<file path="config.mk">
export PLATFORM = sky130hd
export DESIGN_NAME = apbUart
export DESIGN_NICKNAME = d
export VERILOG_FILES = /design/src/apbUartPkg.sv /design/src/apbUart.sv /design/src/uartRegs.sv /design/src/uartRx.sv /design/src/uartTx.sv /design/src/baudGen.sv /design/src/syncFifo.sv
export VERILOG_INCLUDE_DIRS = /design/src /design/src/src
export SDC_FILE = /design/constraint.sdc
export NUM_CORES = 1
export LEC_CHECK = 0
export ABC_CLOCK_PERIOD_IN_PS = 10800
export BUFFER_PORTS_ARGS = -buffer_cell sky130_fd_sc_hd__clkbuf_2
export CAP_MARGIN = 20
export CORE_UTILIZATION = 57
export DETAILED_ROUTE_END_ITERATION = 10
export HOLD_SLACK_MARGIN = 0.15
export PLACE_DENSITY = 0.8
export SETUP_SLACK_MARGIN = 0.02
export SLEW_MARGIN = 20
export SYNTH_ARGS = -nofsm -noshare
export SYNTH_HDL_FRONTEND = slang
export SYNTH_SLANG_ARGS = --single-unit
</file>
<file path="constraint.sdc">
create_clock -name CLK -period 10.8 [get_ports CLK]
set_input_delay 2.16 -clock CLK [delete_from_list [all_inputs] [get_ports CLK]]
set_output_delay 2.16 -clock CLK [all_outputs]
set_load 0.02 [all_outputs]
</file>
<file path="src/apbUart_consts.svh">
// Constants for the APB UART
// Register offsets follow the 16550 map, 3-bit word offsets
// The FIFO depth must be a power of two for the pointer wrap to stay cheap
`ifndef APB_UART_CONSTS_SVH
`define APB_UART_CONSTS_SVH

`define UART_FIFO_DEPTH 16
`define UART_OVERSAMPLE 16
`define UART_DIV_WIDTH 16

`define UART_ADDR_RBR 3'd0
`define UART_ADDR_DLM 3'd1
`define UART_ADDR_FCR 3'd2
`define UART_ADDR_LCR 3'd3
`define UART_ADDR_MCR 3'd4
`define UART_ADDR_LSR 3'd5
`define UART_ADDR_SCR 3'd7

`define UART_LCR_DLAB 7
`define UART_MCR_LOOP 4
`define UART_FCR_RXCLR 1
`define UART_FCR_TXCLR 2

`define UART_LSR_DR 0
`define UART_LSR_OE 1
`define UART_LSR_FE 3
`define UART_LSR_THRE 5
`define UART_LSR_TEMT 6

`endif
</file>
<file path="src/apbUartPkg.sv">
// Shared types for the APB UART
// The line format is fixed at 8N1, so one character is always one byte
package apbUartPkg;

	// One character on the line
	typedef logic [7:0] uartByte;

	// RX FIFO entry, the error flag travels with its byte
	typedef struct packed {
		logic    frameErr;
		uartByte data;
	} rxEntry;

endpackage

</file>
<file path="src/apbUart.sv">
// APB UART top, 16550-style map with fixed 8N1 framing
// FIFO mode is always on, no interrupts or modem lines
// In loopback SOUT is held high and the receiver listens to the transmitter
`timescale 1ns/1ps
`include "apbUart_consts.svh"

module apbUart (
	input  logic        CLK,
	input  logic        iRST,
	input  logic        PSEL,
	input  logic        PENABLE,
	input  logic        PWRITE,
	input  logic [2:0]  PADDR,
	input  logic [31:0] PWDATA,
	input  logic        SIN,
	output logic [31:0] PRDATA,
	output logic        PREADY,
	output logic        SOUT
);
	logic [`UART_DIV_WIDTH-1:0] divisor;
	logic                       loop;
	logic                       tick16;
	logic                       txPush;
	logic                       txClear;
	logic                       txPop;
	logic                       txFull;
	logic                       txEmpty;
	logic                       txBusy;
	logic                       txSerial;
	apbUartPkg::uartByte         txPushData;
	apbUartPkg::uartByte         txHead;
	logic                       rxPush;
	logic                       rxPop;
	logic                       rxClear;
	logic                       rxFull;
	logic                       rxEmpty;
	logic                       rxValid;
	logic                       rxIn;
	apbUartPkg::rxEntry          rxData;
	apbUartPkg::rxEntry          rxHead;

	assign PREADY = 1'b1;
	assign rxIn = loop ? txSerial : SIN;

	always_ff @(posedge CLK or posedge iRST)
	begin
		if (iRST)
			SOUT <= 1'b1;
		else
			SOUT <= loop ? 1'b1 : txSerial;
	end

	uartRegs regs (
		.CLK, .iRST, .PSEL, .PENABLE, .PWRITE, .PADDR, .PWDATA, .PRDATA,
		.divisor, .loop, .txPush, .txClear, .txPushData, .txFull, .txEmpty, .txBusy,
		.rxPop, .rxClear, .rxEmpty, .rxFull, .rxValid, .rxData, .rxHead, .rxPush
	);

	baudGen baud (.CLK, .iRST, .divisor, .tick16);

	syncFifo #(.payloadT(apbUartPkg::uartByte), .depth(`UART_FIFO_DEPTH)) txFifo (
		.CLK, .iRST, .clear(txClear), .push(txPush), .pop(txPop),
		.pushData(txPushData), .popData(txHead), .empty(txEmpty), .full(txFull)
	);

	syncFifo #(.payloadT(apbUartPkg::rxEntry), .depth(`UART_FIFO_DEPTH)) rxFifo (
		.CLK, .iRST, .clear(rxClear), .push(rxPush), .pop(rxPop),
		.pushData(rxData), .popData(rxHead), .empty(rxEmpty), .full(rxFull)
	);

	uartTx tx (
		.CLK, .iRST, .tick16, .txValid(!txEmpty), .txData(txHead),
		.txPop, .busy(txBusy), .serialOut(txSerial)
	);

	uartRx rx (.CLK, .iRST, .tick16, .serialIn(rxIn), .rxValid, .rxData);

endmodule

</file>
<file path="src/uartRegs.sv">
// APB register block, zero wait states, only PWDATA[7:0] is used
// Writes land on the edge with PSEL and PENABLE high, PRDATA decodes PADDR alone
// THR writes to a full TX FIFO and bytes arriving at a full RX FIFO are lost
`timescale 1ns/1ps
`include "apbUart_consts.svh"

module uartRegs (
	input  logic                       CLK,
	input  logic                       iRST,
	input  logic                       PSEL,
	input  logic                       PENABLE,
	input  logic                       PWRITE,
	input  logic [2:0]                 PADDR,
	input  logic [31:0]                PWDATA,
	output logic [31:0]                PRDATA,
	output logic [`UART_DIV_WIDTH-1:0] divisor,
	output logic                       loop,
	output logic                       txPush,
	output logic                       txClear,
	output apbUartPkg::uartByte         txPushData,
	input  logic                       txFull,
	input  logic                       txEmpty,
	input  logic                       txBusy,
	output logic                       rxPop,
	output logic                       rxClear,
	input  logic                       rxEmpty,
	input  logic                       rxFull,
	input  logic                       rxValid,
	input  apbUartPkg::rxEntry          rxData,
	input  apbUartPkg::rxEntry          rxHead,
	output logic                       rxPush
);
	logic       wrEn;
	logic       rdEn;
	logic       dlab;
	logic       rbrRead;
	logic       lsrRead;
	logic [7:0] dll;
	logic [7:0] dlm;
	logic [7:0] lcr;
	logic [7:0] mcr;
	logic [7:0] scr;
	logic [7:0] lsr;
	logic       oe;

	assign wrEn = PSEL && PENABLE && PWRITE;
	assign rdEn = PSEL && PENABLE && !PWRITE;
	assign dlab = lcr[`UART_LCR_DLAB];
	assign rbrRead = rdEn && PADDR == `UART_ADDR_RBR && !dlab;
	assign lsrRead = rdEn && PADDR == `UART_ADDR_LSR;

	assign divisor = {dlm, dll};
	assign loop = mcr[`UART_MCR_LOOP];

	assign txPush = wrEn && PADDR == `UART_ADDR_RBR && !dlab && !txFull;
	assign txPushData = PWDATA[7:0];
	assign rxPop = rbrRead && !rxEmpty;
	assign rxPush = rxValid && !rxFull;

	always_ff @(posedge CLK or posedge iRST)
	begin
		if (iRST)
		begin
			dll <= 8'd1;
			dlm <= '0;
			lcr <= '0;
			mcr <= '0;
			scr <= '0;
			oe <= 1'b0;
			txClear <= 1'b0;
			rxClear <= 1'b0;
		end
		else
		begin
			if (wrEn && PADDR == `UART_ADDR_RBR && dlab)
				dll <= PWDATA[7:0];
			if (wrEn && PADDR == `UART_ADDR_DLM && dlab)
				dlm <= PWDATA[7:0];
			if (wrEn && PADDR == `UART_ADDR_LCR)
				lcr <= PWDATA[7:0];
			if (wrEn && PADDR == `UART_ADDR_MCR)
				mcr <= PWDATA[7:0];
			if (wrEn && PADDR == `UART_ADDR_SCR)
				scr <= PWDATA[7:0];
			// FIFO clears pulse on the cycle after the FCR write
			txClear <= wrEn && PADDR == `UART_ADDR_FCR && PWDATA[`UART_FCR_TXCLR];
			rxClear <= wrEn && PADDR == `UART_ADDR_FCR && PWDATA[`UART_FCR_RXCLR];
			// Overrun beats the clearing read
			if (rxValid && rxFull)
				oe <= 1'b1;
			else if (lsrRead)
				oe <= 1'b0;
		end
	end

	always_comb
	begin
		lsr = '0;
		lsr[`UART_LSR_DR] = !rxEmpty;
		lsr[`UART_LSR_OE] = oe;
		lsr[`UART_LSR_FE] = !rxEmpty && rxHead.frameErr;
		lsr[`UART_LSR_THRE] = txEmpty;
		lsr[`UART_LSR_TEMT] = txEmpty && !txBusy;
	end

	always_comb
	begin
		PRDATA = '0;
		case (PADDR)
			`UART_ADDR_RBR: PRDATA[7:0] = dlab ? dll : rxHead.data;
			`UART_ADDR_DLM: PRDATA[7:0] = dlab ? dlm : 8'h00;
			`UART_ADDR_LCR: PRDATA[7:0] = lcr;
			`UART_ADDR_MCR: PRDATA[7:0] = mcr;
			`UART_ADDR_LSR: PRDATA[7:0] = lsr;
			`UART_ADDR_SCR: PRDATA[7:0] = scr;
			default: PRDATA = '0;
		endcase
	end

	// Reading RBR on an empty FIFO must leave it untouched
	assert property (@(posedge CLK) disable iff (iRST)
		(rbrRead && rxEmpty && !rxPush) |=> rxEmpty)
		else $error("uartRegs RBR read changed an empty RX FIFO");

	// A byte pushed into an empty RX FIFO is at the head on the next cycle
	assert property (@(posedge CLK) disable iff (iRST)
		(rxPush && rxEmpty && !rxClear) |=> (rxHead == $past(rxData)))
		else $error("uartRegs RX FIFO head does not match pushed byte");

endmodule

</file>
<file path="src/uartRx.sv">
// 8N1 receiver with a two-flop input synchroniser
// Start is seen on a tick, confirmed at mid-bit, then bits are sampled 16 ticks apart
// rxValid pulses at the stop-bit sample, frameErr marks a low stop bit
`timescale 1ns/1ps
`include "apbUart_consts.svh"

module uartRx (
	input  logic              CLK,
	input  logic              iRST,
	input  logic              tick16,
	input  logic              serialIn,
	output logic              rxValid,
	output apbUartPkg::rxEntry rxData
);
	localparam int tickW = $clog2(`UART_OVERSAMPLE);
	localparam logic [tickW-1:0] lastTick = tickW'(`UART_OVERSAMPLE - 1);
	localparam logic [tickW-1:0] midTick = tickW'(`UART_OVERSAMPLE / 2 - 1);

	typedef enum logic [1:0] {stIdle, stStart, stData, stStop} rxState;

	rxState              state;
	logic                syncMeta;
	logic                rxLine;
	logic [tickW-1:0]    tickCnt;
	logic [2:0]          bitCnt;
	apbUartPkg::uartByte shiftReg;
	logic                sampleNow;

	// Line idles high
	always_ff @(posedge CLK or posedge iRST)
	begin
		if (iRST)
		begin
			syncMeta <= 1'b1;
			rxLine <= 1'b1;
		end
		else
		begin
			syncMeta <= serialIn;
			rxLine <= syncMeta;
		end
	end

	assign sampleNow = tick16 && (tickCnt == lastTick);

	always_ff @(posedge CLK or posedge iRST)
	begin
		if (iRST)
		begin
			state <= stIdle;
			tickCnt <= '0;
			bitCnt <= '0;
			rxValid <= 1'b0;
		end
		else
		begin
			rxValid <= 1'b0;
			if (tick16)
			begin
				case (state)
					stIdle:
						if (!rxLine)
						begin
							tickCnt <= '0;
							state <= stStart;
						end
					stStart:
						if (tickCnt == midTick)
						begin
							// High at mid-bit is a glitch, not a start bit
							tickCnt <= '0;
							bitCnt <= '0;
							state <= rxLine ? stIdle : stData;
						end
						else
							tickCnt <= tickCnt + 1'b1;
					stData:
						if (tickCnt == lastTick)
						begin
							tickCnt <= '0;
							bitCnt <= bitCnt + 1'b1;
							if (bitCnt == 3'd7)
								state <= stStop;
						end
						else
							tickCnt <= tickCnt + 1'b1;
					stStop:
						if (tickCnt == lastTick)
						begin
							rxValid <= 1'b1;
							state <= stIdle;
						end
						else
							tickCnt <= tickCnt + 1'b1;
					default:
						state <= stIdle;
				endcase
			end
		end
	end

	always_ff @(posedge CLK)
	begin
		if (sampleNow && state == stData)
			shiftReg <= {rxLine, shiftReg[7:1]};
		if (sampleNow && state == stStop)
		begin
			rxData.data <= shiftReg;
			rxData.frameErr <= !rxLine;
		end
	end

endmodule

</file>
<file path="src/uartTx.sv">
// 8N1 transmitter fed from the TX FIFO head
// A byte is loaded and popped while idle, the frame starts on the next tick
// busy covers the whole frame including the stop bit
`timescale 1ns/1ps
`include "apbUart_consts.svh"

module uartTx (
	input  logic               CLK,
	input  logic               iRST,
	input  logic               tick16,
	input  logic               txValid,
	input  apbUartPkg::uartByte txData,
	output logic               txPop,
	output logic               busy,
	output logic               serialOut
);
	localparam int tickW = $clog2(`UART_OVERSAMPLE);
	localparam logic [tickW-1:0] lastTick = tickW'(`UART_OVERSAMPLE - 1);

	typedef enum logic {stIdle, stShift} txState;

	txState           state;
	logic [tickW-1:0] tickCnt;
	logic [3:0]       bitCnt;
	logic [9:0]       frame;
	logic             bitStart;

	assign busy = (state == stShift);
	// A tick coinciding with the pop is not counted
	assign bitStart = (state == stShift) && tick16 && !txPop && (tickCnt == '0);

	always_ff @(posedge CLK or posedge iRST)
	begin
		if (iRST)
		begin
			state <= stIdle;
			tickCnt <= '0;
			bitCnt <= '0;
			txPop <= 1'b0;
			serialOut <= 1'b1;
		end
		else
		begin
			txPop <= 1'b0;
			case (state)
				stIdle:
					if (txValid)
					begin
						txPop <= 1'b1;
						tickCnt <= '0;
						bitCnt <= '0;
						state <= stShift;
					end
				stShift:
					if (tick16 && !txPop)
					begin
						if (bitStart && bitCnt == 4'd10)
							state <= stIdle;
						else if (bitStart)
						begin
							serialOut <= frame[0];
							bitCnt <= bitCnt + 1'b1;
						end
						tickCnt <= (tickCnt == lastTick) ? '0 : tickCnt + 1'b1;
					end
				default:
					state <= stIdle;
			endcase
		end
	end

	// Frame is stop, data LSB first, start, shifted out from bit 0
	always_ff @(posedge CLK)
	begin
		if (state == stIdle && txValid)
			frame <= {1'b1, txData, 1'b0};
		else if (bitStart)
			frame <= {1'b1, frame[9:1]};
	end

endmodule

</file>
<file path="src/baudGen.sv">
// Baud rate generator, one tick16 pulse every divisor clocks
// A divisor of 0 behaves as 1, so tick16 is then high every cycle
// A new divisor is picked up at the next reload
`timescale 1ns/1ps
`include "apbUart_consts.svh"

module baudGen (
	input  logic                       CLK,
	input  logic                       iRST,
	input  logic [`UART_DIV_WIDTH-1:0] divisor,
	output logic                       tick16
);
	logic [`UART_DIV_WIDTH-1:0] count;
	logic [`UART_DIV_WIDTH-1:0] reload;

	// Count runs divisor-1 down to 0, so one period is divisor clocks
	assign reload = (divisor == '0) ? '0 : divisor - 1'b1;

	always_ff @(posedge CLK or posedge iRST)
	begin
		if (iRST)
		begin
			count <= '0;
			tick16 <= 1'b0;
		end
		else if (count == '0)
		begin
			count <= reload;
			tick16 <= 1'b1;
		end
		else
		begin
			count <= count - 1'b1;
			tick16 <= 1'b0;
		end
	end

endmodule

</file>
<file path="src/syncFifo.sv">
// Single-clock FIFO with first-word fall-through read
// popData shows the head entry and is only meaningful while empty is low
// clear wins over push and pop in the same cycle
`timescale 1ns/1ps

module syncFifo #(
	parameter type payloadT = logic [7:0],
	parameter int depth = 16
) (
	input  logic    CLK,
	input  logic    iRST,
	input  logic    clear,
	input  logic    push,
	input  logic    pop,
	input  payloadT pushData,
	output payloadT popData,
	output logic    empty,
	output logic    full
);
	localparam int ptrW = (depth > 1) ? $clog2(depth) : 1;
	localparam int cntW = $clog2(depth + 1);

	payloadT         mem [depth];
	logic [ptrW-1:0] wrPtr;
	logic [ptrW-1:0] rdPtr;
	logic [cntW-1:0] count;

	function automatic logic [ptrW-1:0] nextPtr(input logic [ptrW-1:0] ptr);
		return (ptr == ptrW'(depth - 1)) ? '0 : ptr + 1'b1;
	endfunction

	assign empty = (count == '0);
	assign full = (count == cntW'(depth));
	assign popData = mem[rdPtr];

	always_ff @(posedge CLK or posedge iRST)
	begin
		if (iRST)
		begin
			wrPtr <= '0;
			rdPtr <= '0;
			count <= '0;
		end
		else if (clear)
		begin
			wrPtr <= '0;
			rdPtr <= '0;
			count <= '0;
		end
		else
		begin
			if (push)
				wrPtr <= nextPtr(wrPtr);
			if (pop)
				rdPtr <= nextPtr(rdPtr);
			if (push && !pop)
				count <= count + 1'b1;
			else if (pop && !push)
				count <= count - 1'b1;
		end
	end

	always_ff @(posedge CLK)
	begin
		if (push && !clear)
			mem[wrPtr] <= pushData;
	end

	// The producer and consumer own the full and empty checks
	assert property (@(posedge CLK) disable iff (iRST) !(push && full))
		else $error("syncFifo push while full");
	assert property (@(posedge CLK) disable iff (iRST) !(pop && empty))
		else $error("syncFifo pop while empty");

endmodule

</file>
Yosys cells after proc, flatten, opt, wreduce, memory -nomap -nowiden

Memories as Yosys holds them, arrays and structs flattened.
Index checks and enable logic that the tools add are counted.
W data, S select, Z words.

Register bits: 136
Memories kept: 2
Memory bits (writable): 272
Word-level logic and storage cells: 220
Output and inout bits: 34

Memories:

| memory     | depth | bits a word | rd ports | clocked after Yosys merged registers in | wr ports | RTL line       | source |
|---|---|---|---|---|---|---|---|
| rxFifo.mem | 16    | 9           | 1        | 0                                       | 1        | syncFifo.sv:23 | `payloadT mem [depth];` |
| txFifo.mem | 16    | 8           | 1        | 0                                       | 1        | syncFifo.sv:23 |  |

Bitwise logic cells: 2
Reduce and logical (&&, ||, !) cells: 74
Multiplexer cells: 65
Eq/ne operators: 30
Add/subtract/negate cells: 14

Operators by type and width:

| operator                | number |
|---|---|
| $mux W4                 | 22 |
| $pmux W8 S6             | 1 |
| $logic_and A1 B1 Y1     | 38 |
| $logic_not A16 Y1       | 2 |
| $mux W16                | 2 |
| $sub A16 B1 Y16 const B | 2 |
| $mux W5                 | 6 |
| $add A4 B1 Y4 const B   | 7 |
| $eq A4 B4 Y1 const B    | 7 |
| $mux W9                 | 2 |
| $mux W1                 | 16 |
| $mux W8                 | 2 |
| $pmux W4 S2             | 2 |
| $pmux W4 S4             | 1 |
| $logic_not A1 Y1        | 14 |
| $reduce_bool A2 Y1      | 7 |
| $eq A3 B3 Y1 const B    | 4 |
| $mux W2                 | 6 |
| $ne A2 B2 Y1 const B    | 6 |
| $reduce_and A4 Y1       | 3 |
| $add A5 B1 Y5 const B   | 2 |
| $eq A5 B5 Y1 const B    | 2 |
| $logic_not A5 Y1        | 2 |
| $sub A5 B1 Y5 const B   | 2 |
| other kinds (19)        | 27 |

Logic depth before layout (Yosys ltp)

Depth in word-level cells: 10
Gate-level depth with buffers: 10

Modules after synthesis

From an unflattened synthesis, not the netlist that was laid out.

Cells, all modules: 1,146
Area total of the unflattened synthesis: 17,912.2 um^2

By module, submodules not included:

| module             | cells each | area each (um^2) | times used | seq. area each (um^2) |
|---|---|---|---|---|
| syncFifo at rxFifo | 331        | 6,349.8          | 1          | 4,649.5 |
| syncFifo at txFifo | 310        | 5,784.3          | 1          | 4,169.0 |
| uartRegs           | 196        | 2,417.3          | 1          | 1,077.3 |
| baudGen            | 145        | 1,201.2          | 1          | 425.4 |
| uartRx             | 74         | 1,142.3          | 1          | 813.3 |
| uartTx             | 83         | 950.9            | 1          | 536.8 |
| apbUart            | 7          | 66.3             | 1          | 26.3 |

Worst setup path after synthesis

No wires, ideal clock.

Path type: input to output
From: in PADDR[1]
To: out PRDATA[1]
Arrival: 3,492 ps
Data required time: 8,640 ps
Cell stages on the path: 4
Setup slack: 5,148 ps
Cell sequence: clkbuf_1 -> or4_4 -> or2_2 -> o221ai_1

Word-level cells in the longest chain between the ends: 2
Elaborated cells on any way between the ends: 7

Ends and longest elaborated chain:

| item                                       | RTL line        | source |
|---|---|---|
| start, declared                            | apbUart.sv:13   | `input logic [2:0] PADDR,` |
| $eq A3 B3 Y1, or another cell as far along | uartRegs.sv:109 | `case (PADDR)` |
| $pmux W8 S6 *                              | uartRegs.sv:109 |  |
| end, declared                              | apbUart.sv:16   | `output logic [31:0] PRDATA,` |

Every way passes the cells marked *; elsewhere a longest branch is shown, timed or not.

Final worst setup path

Ends and elaborated chain as after synthesis.

==> impl_metrics.csv <==
group,metric,value,unit
status,status,"complete, no violations",
sta,skew,16.8,ps
min_path,hold_class,"reg -> reg",
layout,nFillCells,2091,
cts,cts.sinks,408,
synth,synth.avg_cell_area,15.4,sq um
power_and_ir_drop,power.total,4.00,mW
cts,cts.path.max_buffers,3,
power_and_ir_drop,p_leak,7.01,nW
floorplanning,ioPinCount,75,
synth,synth_top_family_by_area,"multiplexers",
global_route,grt_pass1_vias,9863,
layout,layout-drive-gt1-share,20.2,%
synth,synth_simple_gate_area_share,8.09,%
power_and_ir_drop,ir_drop,0.143,mV
setup_path,crit_cells,7,
drt,wl,35900,um
floorplanning,die_w,179,um
global_route,antenna_found_initial,0,
sta,max_slew_margin,31.5,%
setup_path,critical_path_required,8640,ps
cts,cts_hold_buf,0,
power_and_ir_drop,p_switching,1.05,mW
synth,ys.flop_type,"edfxtp_1",
drt,drt-initial-drc-count,980,
drt,route.detailed.drc,0,
setup_path,worstSetupPathType,"in -> out",
layout,fin_nets,1257,
global_route,grt.overflow.total,0,
sta,drv_slew,0,
synth,synth.area.mux_share,13.2,%
setup_path,critPathMaxFanout,27,
setup_path,r2r_slack,7110,ps
setup_path,cp_data_arrival_time,4280,ps
sta,max_freq,155,MHz
global_route,grt_util_all_layers,23.3,%
synth,syn_area,0.0178,sq mm
power_and_ir_drop,combPwrFrac,16.1,%
setup_path,slowest_delay,710,ps
power_and_ir_drop,swShare,26.3,%
cts,cts_tree,"done",
floorplanning,die-area,0.0320,sq mm
synth,synth_warnings,0,
setup_path,critPathMostFrequentCell,"clkbuf_2",
sta,rsz0062_at_grt,"false",
cts,insertion_delay,550,ps
setup_path,path_cells,"clkbuf_2 -> and3b_1 -> a21oi_1 -> o21ai_0 -> a222oi_1 -> o221ai_1 -> clkbuf_2",
floorplanning,start_util,58.1,%
setup_path,r2r_cells,9,
setup_path,rr_endpoint,"txFifo.count[4]",
cts,cts_max_level,2,
place,port_buffers,25,
layout,syn2layout_area_growth,10.2,%
global_route,grt_pass1_wl,55600,um
drt,viasPerCell,6.17,
floorplanning,core_area,0.0307,sq mm
global_route,grt_max_degree,70,
floorplanning,rows,64,
drt,firstDrtPassIters,6,
cts,ctsRootBufferMaster,"clkbuf_16",
setup_path,end_kind,"primary output",
sta,timing_hold_violations_final,0,
drt,drtAntennaViolNets,0,
place,gp_congestion,0.834,
floorplanning,die_y,179,um
power_and_ir_drop,p_per_area,204,mW/mm^2
layout,layout_common_cells,"297 x edfxtp_1, 102 x dfrtp_1, 71 x nand2_1, 68 x mux4_2, 59 x nor2_1",
drt,wl_per_cell,22.3,um
sta,hold_ws,399,ps
setup_path,endpoint,"PRDATA[1]",
synth,synth-xor-area-share,2.06,%
power_and_ir_drop,clkPwrFrac,36.9,%
place,hpwlAfterDp,22400,um
setup_path,startpoint,"PADDR[1]",
sta,post-route-period-util,59.6,%
synth,seq_area_frac_synth,65.6,%
drt,vias,9938,
setup_path,critPathTopFamily,"compound AO/OA/AOI/OAI gates",
cts,ctsResizeCount,0,
cts,path_clk_slew,60,ps
cts,cts_setup_buffers,0,
layout,n_antenna_cell,0,
sta,worst_slew_pin_slew,1020,ps
sta,fin_tns_setup,0,ps
synth,synth-compound-area-share,5.50,%
synth,async_flop_share,27.0,%
sta,post-route-min-period,6440,ps
synth,synth_edf_count,297,
setup_path,cp_slowest_cell,"a222oi_1",
synth,synth_cell_types,73,
synth,synth_cells,1155,
setup_path,reg2reg_from,"regs.lcr[7]",
job,cap_viol_max_count,0,
setup_path,cp-start-kind,"input pin",
power_and_ir_drop,p_int,2.95,mW
power_and_ir_drop,p_seq_share,46.9,%
setup_path,path_buf_inv,2,
synth,synth_adder_area_share,2.61,%
cts,cts_made_buffers,42,
sta,setup_viol,0,
layout,mostFrequentLayoutCell,"edfxtp_1",
synth,ys_seq_elements,408,
## cell type report
class / instances / area [sq um] / share of cell area [%]
clock buffers: 52 / 1090 / 5.54
inverters: 24 / 92.6 / 0.471
flip-flops and latches: 408 / 11700 / 59.6
well taps: 396 / 495 / 2.52
multi-input cells: 668 / 5720 / 29.1
repair buffers: 36 / 208 / 1.06
clock inverters: 26 / 337 / 1.71
## how the worst min path moves through the flow
stage	slack [ps]	end	start	depth (start not counted)
finish	400	rx.rxLine	rx.syncMeta	0
global route	400	rx.rxLine	rx.syncMeta	0
CTS	390	rx.rxLine	rx.syncMeta	0
detailed placement	380	rx.rxLine	rx.syncMeta	0
global placement	390	rx.rxLine	rx.syncMeta	0
floorplan	350	rx.rxLine	rx.syncMeta	0
## state kept, by name, indices dropped and copies added, names as in the netlist, 3 cells and up, named ones only
signal,count
baud.count,16
rxFifo.count,5
rx.bitCnt,3
regs.mcr,8
rxFifo.mem,144
rxFifo.wrPtr,4
rx.shiftReg,8
txFifo.rdPtr,4
txFifo.count,5
rx.rxData,9
rxFifo.rdPtr,4
txFifo.mem,128
txFifo.wrPtr,4
rx.tickCnt,4
regs.dll,8
regs.dlm,8
regs.lcr,8
regs.scr,8
tx.frame,9
tx.tickCnt,4
tx.bitCnt,4
## cell families (layout without fill, tap and decap cells)
group / Yosys count / after routing
xor+xnor: 39 / 39
compound gates: 150 / 150
mux: 145 / 145
simple gates: 273 / 273
flops: 408 / 408
other cells: 2 / 25
buf+inv: 102 / 138
fa+ha+maj: 36 / 36
## Yosys cell counts (all sizes together), types with 10 or more instances
master / instances / area, sq um
nand3: 16 / 80.1
o22ai: 18 / 113
nor3: 22 / 120
nor2b: 15 / 93.8
o21ai: 26 / 130
a22o: 13 / 114
xor2: 21 / 184
nand2: 72 / 273
mux4: 68 / 1530
buf: 44 / 283
xnor2: 18 / 184
clkbuf: 34 / 128
mux2i: 30 / 300
and2: 21 / 134
mux2: 47 / 529
a21oi: 40 / 200
a211oi: 14 / 118
dfrtp: 105 / 2630
ha: 34 / 425
nor4: 10 / 90.1
edfxtp: 297 / 8920
nor2: 59 / 221
inv: 24 / 90.1
## power by group through the flow
| stage | clock network (mW) | logic [mW] | registers (mW) |
|---|---|---|---|
| 2_1_floorplan | 0 | 0.540 | 1.85 |
| 3_3_place_gp | 0 | 0.617 | 1.90 |
| 3_5_place_dp | 0 | 0.638 | 1.90 |
| 4_1_cts | 1.49 | 0.651 | 1.88 |
| 5_1_grt | 1.55 | 0.707 | 1.89 |
| 6_report | 1.48 | 0.644 | 1.88 |
## per-stage QoR
step / cell area (sq um) / utilization, % / std cells / setup WS, ps
floorplan: 17900 / - / 1178 / 5150
global route: 19600 / 64.0 / 1610 / 4320
detailed placement: 18200 / 59.4 / 1532 / 4450
global placement: 18200 / 59.4 / 1532 / 4470
CTS: 19600 / 64.0 / 1610 / 4430
finish: 19600 / 64.0 / 1610 / 4360
## worst reg2reg max path, cell delays in order, from the launching register on
cell,delay [ps]
dfrtp_1,620
or4_4,690
a211oi_1,600
or2b_1,380
fa_1,500
a21o_1,210
a21oi_1,170
and3_1,200
o21a_1,130
nor3_1,40
## layer usage
layer	vias up	track usage (%)	part of all wire, %	wire [um]
met5	-	0	0	0
met4	0	7.24	2.6	918
met3	56	3.50	6.3	2270
met2	357	37.6	50	17800
met1	5095	32.8	42	14900
li1	4430	-	-	-
(Power assumes the default switching activity.)
